**src/bst_insert_macros.svh**
```systemverilog
// ----------------------------------------------------------
// Widths and sizes for the BST insert engine. BST_NODE_COUNT
// must equal 2**BST_ADDR_WIDTH and the depth must hold count-1
// ----------------------------------------------------------

`ifndef BST_INSERT_MACROS_SVH
`define BST_INSERT_MACROS_SVH

// ----------------------------------------------------------
// Node contents
// ----------------------------------------------------------

// Sort key of a node
`define BST_TOKEN_WIDTH 8

// User data carried along with the token
`define BST_PAYLOAD_WIDTH 16

// ----------------------------------------------------------
// Tree storage
// ----------------------------------------------------------

// Address of one node in the node memory
`define BST_ADDR_WIDTH 4

// Nodes available at addresses 0 .. count-1
`define BST_NODE_COUNT 16

// Level of a node with the root at level 0
`define BST_DEPTH_WIDTH 4

`endif
```
**src/bst_insert_pkg.sv**
```systemverilog
// ----------------------------------------------------------
// Types shared by the BST insert engine and its memories
// ----------------------------------------------------------

`include "bst_insert_macros.svh"

package bst_insert_pkg;

    // ----------------------------------------------------------
    // Scalar types
    // ----------------------------------------------------------
    typedef logic [`BST_TOKEN_WIDTH-1:0]   token_t;
    typedef logic [`BST_PAYLOAD_WIDTH-1:0] payload_t;
    typedef logic [`BST_ADDR_WIDTH-1:0]    node_addr_t;
    typedef logic [`BST_DEPTH_WIDTH-1:0]   depth_t;

    // One stored tree node
    typedef struct packed {
        payload_t   payload;
        node_addr_t left_addr;
        node_addr_t right_addr;
        node_addr_t parent_addr;
        token_t     token;
        logic       has_left;
        logic       has_right;
    } node_t;

    // ----------------------------------------------------------
    // User request and completion
    // ----------------------------------------------------------
    typedef struct packed {
        token_t   token;
        payload_t payload;
    } insert_req_t;

    typedef enum logic [0:0] {
        cpl_ok   = 1'b0,
        cpl_full = 1'b1
    } cpl_status_e;

    // Parent fields are zero for a root or a rejected insert
    typedef struct packed {
        cpl_status_e status;
        node_addr_t  addr;
        depth_t      depth;
        token_t      parent_token;
        payload_t    parent_payload;
    } insert_cpl_t;

    // Tree walker states
    typedef enum logic [2:0] {
        st_idle,
        st_read,
        st_compare,
        st_write_parent,
        st_write_node,
        st_complete
    } engine_state_e;

endpackage

```
**src/bst_insert_top.sv**
```systemverilog
// ----------------------------------------------------------
// BST insert engine with on-chip node memory and allocator
// ----------------------------------------------------------

`timescale 1ns/1ns

module bst_insert_top
    import bst_insert_pkg::*;
(
    input  logic        aclk,
    input  logic        aresetn,
    input  logic        req_valid,
    output logic        req_ready,
    input  insert_req_t req,
    output logic        cpl_valid,
    input  logic        cpl_ready,
    output insert_cpl_t cpl
);

    // Node memory
    logic       rd_en;
    node_addr_t rd_addr;
    node_t      rd_node;
    logic       wr_en;
    node_addr_t wr_addr;
    node_t      wr_node;

    // Allocator
    logic       take;
    node_addr_t next_addr;
    logic       empty;
    logic       full;

    insert_engine insert_engine_i (
        .aclk      (aclk),
        .aresetn   (aresetn),
        .req_valid (req_valid),
        .req_ready (req_ready),
        .req       (req),
        .cpl_valid (cpl_valid),
        .cpl_ready (cpl_ready),
        .cpl       (cpl),
        .rd_en     (rd_en),
        .rd_addr   (rd_addr),
        .rd_node   (rd_node),
        .wr_en     (wr_en),
        .wr_addr   (wr_addr),
        .wr_node   (wr_node),
        .take      (take),
        .next_addr (next_addr),
        .empty     (empty),
        .full      (full)
    );

    node_alloc node_alloc_i (
        .aclk      (aclk),
        .aresetn   (aresetn),
        .take      (take),
        .next_addr (next_addr),
        .empty     (empty),
        .full      (full)
    );

    node_ram node_ram_i (
        .aclk    (aclk),
        .rd_en   (rd_en),
        .rd_addr (rd_addr),
        .rd_node (rd_node),
        .wr_en   (wr_en),
        .wr_addr (wr_addr),
        .wr_node (wr_node)
    );

endmodule

```
**src/insert_engine.sv**
```systemverilog
// ----------------------------------------------------------
// BST insert walker, one request in flight. The root is
// always at address 0 and equal tokens go to the left
// ----------------------------------------------------------

`timescale 1ns/1ns

module insert_engine
    import bst_insert_pkg::*;
(
    input  logic        aclk,
    input  logic        aresetn,
    // Request side
    input  logic        req_valid,
    output logic        req_ready,
    input  insert_req_t req,
    // Completion side
    output logic        cpl_valid,
    input  logic        cpl_ready,
    output insert_cpl_t cpl,
    // Node memory
    output logic        rd_en,
    output node_addr_t  rd_addr,
    input  node_t       rd_node,
    output logic        wr_en,
    output node_addr_t  wr_addr,
    output node_t       wr_node,
    // Allocator
    output logic        take,
    input  node_addr_t  next_addr,
    input  logic        empty,
    input  logic        full
);

    localparam node_addr_t root_addr = '0;

    engine_state_e state;
    engine_state_e state_next;
    logic          req_fire;

    // Latched request and walk context
    insert_req_t   req_q;
    node_addr_t    cur_addr;
    node_addr_t    node_addr_q;
    node_t         parent_node;
    logic          go_right_q;
    depth_t        depth_q;
    cpl_status_e   status_q;

    // Compare results on the node just read
    logic          go_left;
    logic          child_present;
    node_addr_t    child_addr;

    node_t         linked_parent;
    node_t         new_node;

    assign req_fire = req_valid && req_ready;

    assign go_left       = (req_q.token <= rd_node.token);
    assign child_present = go_left ? rd_node.has_left : rd_node.has_right;
    assign child_addr    = go_left ? rd_node.left_addr : rd_node.right_addr;

    // ----------------------------------------------------------
    // FSM
    // ----------------------------------------------------------

    always_comb begin
        state_next = state;
        case (state)
            st_idle: begin
                if (req_fire) begin
                    if (full) begin
                        state_next = st_complete;
                    end else if (empty) begin
                        state_next = st_write_node;
                    end else begin
                        // Root read is issued on the accept edge
                        state_next = st_compare;
                    end
                end
            end
            st_read:         state_next = st_compare;
            st_compare: begin
                if (child_present) begin
                    state_next = st_read;
                end else begin
                    state_next = st_write_parent;
                end
            end
            st_write_parent: state_next = st_write_node;
            st_write_node:   state_next = st_complete;
            st_complete: begin
                if (cpl_ready) begin
                    state_next = st_idle;
                end
            end
            default:         state_next = st_idle;
        endcase
    end

    // req_ready is low in reset and high only in idle
    always_ff @(posedge aclk or negedge aresetn) begin
        if (!aresetn) begin
            state     <= st_idle;
            req_ready <= 1'b0;
        end else begin
            state     <= state_next;
            req_ready <= (state_next == st_idle);
        end
    end

    // ----------------------------------------------------------
    // Walk datapath
    // ----------------------------------------------------------

    always_ff @(posedge aclk) begin
        case (state)
            st_idle: begin
                if (req_fire) begin
                    req_q       <= req;
                    cur_addr    <= root_addr;
                    parent_node <= '0;
                    go_right_q  <= 1'b0;
                    if (full) begin
                        status_q    <= cpl_full;
                        node_addr_q <= '0;
                        depth_q     <= '0;
                    end else begin
                        status_q    <= cpl_ok;
                        node_addr_q <= next_addr;
                        // A non-empty tree puts the new node at least one level down
                        depth_q     <= empty ? depth_t'(0) : depth_t'(1);
                    end
                end
            end
            st_compare: begin
                if (child_present) begin
                    cur_addr <= child_addr;
                    depth_q  <= depth_q + depth_t'(1);
                end else begin
                    // Slot found and cur_addr stays on the parent
                    parent_node <= rd_node;
                    go_right_q  <= !go_left;
                end
            end
            default: begin
            end
        endcase
    end

    // ----------------------------------------------------------
    // Node memory and allocator
    // ----------------------------------------------------------

    assign rd_en   = (req_fire && !full && !empty) || (state == st_read);
    assign rd_addr = (state == st_read) ? cur_addr : root_addr;

    always_comb begin
        linked_parent = parent_node;
        if (go_right_q) begin
            linked_parent.right_addr = node_addr_q;
            linked_parent.has_right  = 1'b1;
        end else begin
            linked_parent.left_addr = node_addr_q;
            linked_parent.has_left  = 1'b1;
        end
    end

    // New leaf whose parent address is 0 for a root
    always_comb begin
        new_node             = '0;
        new_node.payload     = req_q.payload;
        new_node.token       = req_q.token;
        new_node.parent_addr = cur_addr;
    end

    assign wr_en   = (state == st_write_parent) || (state == st_write_node);
    assign wr_addr = (state == st_write_parent) ? cur_addr : node_addr_q;
    assign wr_node = (state == st_write_parent) ? linked_parent : new_node;

    assign take = (state == st_write_node);

    // ----------------------------------------------------------
    // Completion
    // ----------------------------------------------------------

    assign cpl_valid = (state == st_complete);

    assign cpl.status         = status_q;
    assign cpl.addr           = node_addr_q;
    assign cpl.depth          = depth_q;
    assign cpl.parent_token   = parent_node.token;
    assign cpl.parent_payload = parent_node.payload;

endmodule

```
**src/node_alloc.sv**
```systemverilog
// ----------------------------------------------------------
// Sequential node allocator. Addresses go out as 0, 1, 2 ...
// and are never freed, so full stays set until reset
// ----------------------------------------------------------

`timescale 1ns/1ns

`include "bst_insert_macros.svh"

module node_alloc
    import bst_insert_pkg::*;
(
    input  logic       aclk,
    input  logic       aresetn,
    input  logic       take,
    output node_addr_t next_addr,
    output logic       empty,
    output logic       full
);

    // One extra bit so the count can reach the node count
    localparam int unsigned count_width = `BST_ADDR_WIDTH + 1;
    localparam logic [count_width-1:0] count_max = count_width'(`BST_NODE_COUNT);

    // Nodes in use
    logic [count_width-1:0] count;

    always_ff @(posedge aclk or negedge aresetn) begin
        if (!aresetn) begin
            count <= '0;
        end else if (take && !full) begin
            count <= count + count_width'(1);
        end
    end

    // The next free address is the number of nodes in use
    assign next_addr = count[`BST_ADDR_WIDTH-1:0];

    assign empty = (count == '0);
    assign full  = (count == count_max);

endmodule

```
**src/node_ram.sv**
```systemverilog
// ----------------------------------------------------------
// Node storage, one write port and one read port. Read data
// is registered and valid the cycle after rd_en
// ----------------------------------------------------------

`timescale 1ns/1ns

`include "bst_insert_macros.svh"

module node_ram
    import bst_insert_pkg::*;
(
    input  logic       aclk,
    // Read port
    input  logic       rd_en,
    input  node_addr_t rd_addr,
    output node_t      rd_node,
    // Write port
    input  logic       wr_en,
    input  node_addr_t wr_addr,
    input  node_t      wr_node
);

    // ----------------------------------------------------------
    // Storage array
    // ----------------------------------------------------------

    // One entry per node address
    node_t mem [`BST_NODE_COUNT];

    // ----------------------------------------------------------
    // Write port
    // ----------------------------------------------------------

    always_ff @(posedge aclk) begin
        if (wr_en) begin
            mem[wr_addr] <= wr_node;
        end
    end

    // ----------------------------------------------------------
    // Read port
    // ----------------------------------------------------------

    // Output holds the last read until the next rd_en
    always_ff @(posedge aclk) begin
        if (rd_en) begin
            rd_node <= mem[rd_addr];
        end
    end

endmodule

```
**config.mk**
```make
export PLATFORM = sky130hd
export DESIGN_NAME = bst_insert_top
export DESIGN_NICKNAME = d
export VERILOG_FILES = /design/src/bst_insert_pkg.sv /design/src/bst_insert_top.sv /design/src/insert_engine.sv /design/src/node_alloc.sv /design/src/node_ram.sv
export VERILOG_INCLUDE_DIRS = /design/src
export SDC_FILE = /design/constraint.sdc
export NUM_CORES = 1
export LEC_CHECK = 0
export ABC_CLOCK_PERIOD_IN_PS = 7150
export BUFFER_PORTS_ARGS = -buffer_cell sky130_fd_sc_hd__buf_2
export CORE_MARGIN = 8
export CORE_UTILIZATION = 45
export CTS_CLUSTER_SIZE = 30
export DETAILED_ROUTE_END_ITERATION = 8
export SLEW_MARGIN = 20
export SYNTH_ARGS = -nofsm -noshare
export SYNTH_HDL_FRONTEND = slang
export SYNTH_HIERARCHICAL = 1
export SYNTH_SLANG_ARGS = --single-unit
```
**constraint.sdc**
```tcl
create_clock -name aclk -period 7.15 [get_ports aclk]
set_input_delay 1.43 -clock aclk [delete_from_list [all_inputs] [get_ports aclk]]
set_output_delay 1.43 -clock aclk [all_outputs]
set_load 0.005 [all_outputs]
```
Word level (Yosys, flattened, before mapping). Memories as Yosys holds them, arrays and structs flattened. A register that Yosys moved wholly into a read port is not among the register bits. Cells that the tools add are included.

Input port bits: 28. Flip-flop bits (word level): 85. Output and inout bits: 35. Memories kept: 1. Memory bits (writable): 608.

Reduce and logical (&&, ||, !) cells: 16. $add $sub $neg: 2. Eq/ne operators: 9. Multiplexer cells: 32. Order comparisons: 1.

Memories: node_ram_i.mem (words 16, width 38, rd ports 1, clocked after Yosys merged registers in 1, wr ports 1, RTL line node_ram.sv:29) `` node_t mem [`BST_NODE_COUNT]; ``.

Operator list (number): $mux 38 (3); $pmux 38 s2 (1); $mux 4 (10); $pmux 3 s6 (1); $pmux 4 s2 (2); $mux 3 (4); $mux 1 (9); $le 8x8->1 (1); $eq 3x2->1 const B (2); $eq 3x3->1 const B (2); $logic_not 3->1 (2); $reduce_and 3->1 (2); $add 5x1->5 const B (1); $eq 5x5->1 const B (1); $logic_not 5->1 (1); $add 4x1->4 const B (1); $logic_and 1x1->1 (4); $ne 2x1->1 const B (2); $eq 3x1->1 const B (1); $logic_not 1->1 (3); $logic_or 1x1->1 (2); $mux 2 (1); $ne 2x2->1 const B (1); $pmux 1 s2 (1); other kinds (2) (2).

Depth between registers and ports, before layout.
Word-level depth: 6. Gate-level depth with buffers: 9. Mapped depth without buffers: 8.

Cells and area by module. Netlist, hierarchy kept.

By module, submodules not included: node_ram (instances 1, cells each 989, area each 23950.5 um^2); insert_engine (instances 1, cells each 300, area each 3960.0 um^2); node_alloc (instances 1, cells each 25, area each 296.5 um^2).

Least setup slack after synthesis. OpenSTA, ideal clock, no wires.

Path type: register -> register. From: reg insert_engine_i.req_q, in the netlist insert_engine_i/new_node[3]. To: reg insert_engine_i.parent_node, in the netlist insert_engine_i/cpl[0], enable pin. Period minus slack after synthesis: 4.869 ns. Data arrival time: 4.374 ns. Buffers on the path: 0. Data required time: 6.656 ns. Path slack: 2.281 ns. Stages on the path, launching flop included: 7. Path through: edfxtp_1 > ha_1 > nor2b_2 > o211ai_2 > a211o_2 > and3_4 > o31ai_1.

Longest elaborated chain between the ends: 4.

RTL lines: from (decl) (RTL line insert_engine.sv:42) `insert_req_t req_q;`; from (signal assigned) (RTL line insert_engine.sv:121) `req_q <= req;`; $le 8x8->1 (RTL line insert_engine.sv:60) `assign go_left = (req_q.token <= rd_node.token);`; $mux 1 (RTL line insert_engine.sv:61) `assign child_present = go_left ? rd_node.has_left : rd_node.has_right;`; $ne 2x2->1 (no line); $reduce_and 3->1 (no line); to (signal assigned) (RTL line insert_engine.sv:143) `parent_node <= rd_node;`; to (decl) (RTL line insert_engine.sv:45) `node_t parent_node;`.

Every way passes these cells. A chain may end at the register's enable or synchronous reset.

Worst setup path in the final report.
From: reg insert_engine_i.state[2]. To: mem node_ram_i/mem[0][26] (netlist bit), enable pin.

RTL lines: from (decl) (RTL line insert_engine.sv:37) `engine_state_e state;`; from (signal assigned) (RTL line insert_engine.sv:105) `state <= st_idle;`; from (signal assigned) (RTL line insert_engine.sv:108) `state <= state_next;`; $eq 3x2->1 (RTL line insert_engine.sv:179) `assign wr_addr = (state == st_write_parent) ? cur_addr : node_addr_q;`; $mux 4 (RTL line insert_engine.sv:179); via wr_addr[2] (RTL line bst_insert_top.sv:25) `node_addr_t wr_addr;`; to (decl) (RTL line node_ram.sv:29).

The timed path passes the listed nets, and every way through them passes these cells.

==> impl_metrics.xml <==
<?xml version="1.0" encoding="UTF-8"?>
<metrics>
  <group name="outcome">
    <metric name="status" unit="">completed</metric>
  </group>
  <group name="drt">
    <metric name="wl_per_cell" unit="µm">27.9</metric>
    <metric name="dr.pass1.iters" unit="">5</metric>
    <metric name="vias_per_cell" unit="">5.80</metric>
    <metric name="met1_length" unit="µm">24600</metric>
    <metric name="route.met2.wl" unit="µm">28100</metric>
    <metric name="top_signal_layer_used" unit="">met4</metric>
    <metric name="num_vias" unit="">12046</metric>
    <metric name="route.detailed.drc" unit="">0</metric>
    <metric name="postRouteAntennaNets" unit="">0</metric>
    <metric name="dr.first_iter.drc_count" unit="">1151</metric>
    <metric name="met3WireLength" unit="µm">3900</metric>
    <metric name="totalWireLength" unit="µm">57800</metric>
  </group>
  <group name="timing">
    <metric name="hold_ws" unit="ns">0.538</metric>
    <metric name="tightest_slew" unit="ns">1.12</metric>
    <metric name="clock_skew" unit="ns">0.0147</metric>
    <metric name="number_of_slew_limit_violations_in_the_final_report" unit="">0</metric>
    <metric name="tns" unit="ns">0</metric>
    <metric name="finalHoldViolCount" unit="">0</metric>
    <metric name="slew-limit-headroom" unit="">0.254</metric>
    <metric name="fmax" unit="MHz">248</metric>
    <metric name="final_setup_violations" unit="">0</metric>
    <metric name="fin_crit_sh" unit="">0.563</metric>
    <metric name="period_minus_slack" unit="ns">4.03</metric>
    <metric name="rsz0062_at_grt" unit="">no</metric>
  </group>
  <group name="clock_tree">
    <metric name="post-cts-setup-buffers" unit="">0</metric>
    <metric name="clock_path_buffers" unit="">3</metric>
    <metric name="tritoncts_clock_tree" unit="">done</metric>
    <metric name="deepest_level_of_the_cts_h_tree" unit="">3</metric>
    <metric name="insertion_delay" unit="ns">0.59</metric>
    <metric name="cts_num_sinks" unit="">659</metric>
    <metric name="cts_root_buffer" unit="">sky130_fd_sc_hd__clkbuf_16</metric>
    <metric name="clk_pin_slew" unit="ns">0.06</metric>
    <metric name="post_cts_resize_count" unit="">0</metric>
    <metric name="cts-buffers-inserted" unit="">68</metric>
    <metric name="cts-hold-fix-buffers" unit="">0</metric>
  </group>
  <group name="synthesis">
    <metric name="mappedNetlistArea" unit="µm²">25500</metric>
    <metric name="synth_nets" unit="">1245</metric>
    <metric name="ys_warn_count" unit="">6</metric>
    <metric name="avg_inst_size_synth" unit="µm²">21.2</metric>
    <metric name="synthCells" unit="">1206</metric>
  </group>
  <group name="floorplanning">
    <metric name="die_w" unit="µm">254</metric>
    <metric name="number_of_placement_rows" unit="">87</metric>
    <metric name="fp.dieH" unit="µm">254</metric>
    <metric name="initial_core_util" unit="">0.454</metric>
    <metric name="placeableCoreArea" unit="µm²">56300</metric>
    <metric name="die_area" unit="µm²">64600</metric>
    <metric name="boundaryPins" unit="">63</metric>
  </group>
  <group name="global_routing">
    <metric name="vias_in_the_first_global_route" unit="">12456</metric>
    <metric name="grt_first_pass_wirelength" unit="µm">84900</metric>
    <metric name="globalRoute.totalOverflow" unit="">0</metric>
    <metric name="global_route.usage.total" unit="">0.181</metric>
    <metric name="pin_count_of_the_biggest_net_entering_global_routing" unit="">78</metric>
    <metric name="grt_antenna_before_repair" unit="">1</metric>
  </group>
  <group name="hold_path">
    <metric name="holdCritPathClass" unit="">reg2reg</metric>
  </group>
  <group name="power">
    <metric name="power.leakage" unit="nW">9.14</metric>
    <metric name="pwr_density_cell" unit="nW/µm²">367</metric>
    <metric name="vdd.ir_drop.worst" unit="mV">0.214</metric>
  </group>
  <group name="layout">
    <metric name="syn2layout_area_growth" unit="%">12.7</metric>
    <metric name="post_route_cells_drive_above_1_share" unit="">0.293</metric>
    <metric name="final_net_count" unit="">1309</metric>
    <metric name="final_common_cell" unit="">sky130_fd_sc_hd__edfxtp_1</metric>
    <metric name="final_cell_mix" unit="">sky130_fd_sc_hd__edfxtp_1, sky130_fd_sc_hd__mux4_2, sky130_fd_sc_hd__clkbuf_16</metric>
    <metric name="fillers" unit="">4429</metric>
  </group>
  <group name="setup_path">
    <metric name="crit_fanout" unit="">40</metric>
    <metric name="worst-setup-path-type" unit="">reg2reg</metric>
    <metric name="cp_data_required_time" unit="ns">7.37</metric>
    <metric name="cp-start-kind" unit="">flop</metric>
    <metric name="critPathCaptureType" unit="">flop</metric>
    <metric name="cp_data_arrival_time" unit="ns">4.25</metric>
  </group>
  <group name="placement">
    <metric name="portBuffers" unit="">62</metric>
    <metric name="detailedPlacementHpwl" unit="µm">30900</metric>
    <metric name="routability_cong" unit="">0.777</metric>
  </group>
  <group name="run">
    <metric name="max_cap_violations" unit="">0</metric>
  </group>
</metrics>
## final timing paths
path	start	end	slack (ns)	cells past startpoint
min in group asynchronous	aresetn	node_alloc_i/count[1]	0.70	1
max in group asynchronous	aresetn	insert_engine_i/state[1]	6.26	1
min reg2reg	node_alloc_i/count[4]	node_alloc_i/count[4]	0.54	1
max	insert_engine_i/state[2]	node_ram_i/mem[0][26]	3.12	5
min	node_alloc_i/count[4]	node_alloc_i/count[4]	0.54	1
max reg2reg	insert_engine_i/state[2]	node_ram_i/mem[0][26]	3.12	5
## state kept, by name, indices dropped and copies added, names as in the netlist, 4 cells and up
signal,cells
insert_engine_i/cpl,24
insert_engine_i/cur_addr,4
insert_engine_i/depth_q,4
insert_engine_i/new_node,24
insert_engine_i/node_addr_q,4
insert_engine_i/parent_node,10
node_alloc_i/count,5
node_ram_i/mem,544
node_ram_i/rd_node,34
## layout make-up
cell class | instances | area [µm²] | share of cell area
tap | 756 | 946 | 0.0329
sequential | 659 | 19700 | 0.686
inverter | 13 | 48.8 | 0.00169
timing repair buffer | 89 | 538 | 0.0187
clock buffer | 94 | 1980 | 0.0686
multi-input combinational | 439 | 5340 | 0.186
clock inverter | 25 | 194 | 0.00674
antenna | 1 | 2.50 | 0.0000869
## critical path, stage by stage (launching register included)
cell,delay [ns]
sky130_fd_sc_hd__dfrtp_1,0.49
sky130_fd_sc_hd__nand3b_4,0.74
sky130_fd_sc_hd__mux2_2,0.57
sky130_fd_sc_hd__or3b_2,0.59
sky130_fd_sc_hd__nor3_2,0.69
sky130_fd_sc_hd__buf_4,0.55
## report_power, final
| part | switching, mW | total (mW) | internal (mW) |
|---|---|---|---|
| Combinational | 1.28 | 2.01 | 0.730 |
| Clock | 1.42 | 3.45 | 2.03 |
| Sequential | 0.193 | 5.10 | 4.91 |
## routing by layer
layer / GRT usage / vias to the layer above
li1: - / 5082
met1: 0.249 / 6463
met3: 0.0409 / 81
met5: 0 / -
met4: 0.0487 / 0
met2: 0.292 / 420
## through the flow
step	util	instance area [µm²]	cells	power [mW]	worst slack, ns
4_1_cts	0.511	28800	2075	10.7	3.13
3_5_place_dp	0.473	26600	1956	7.20	3.14
6_report	0.512	28800	2076	10.6	3.12
3_3_place_gp	0.473	26600	1956	7.17	3.25
2_1_floorplan	-	25500	1206	6.52	2.58
5_1_grt	0.512	28800	2075	11.0	2.95
Note: power is estimated with default switching activity, not from simulation.
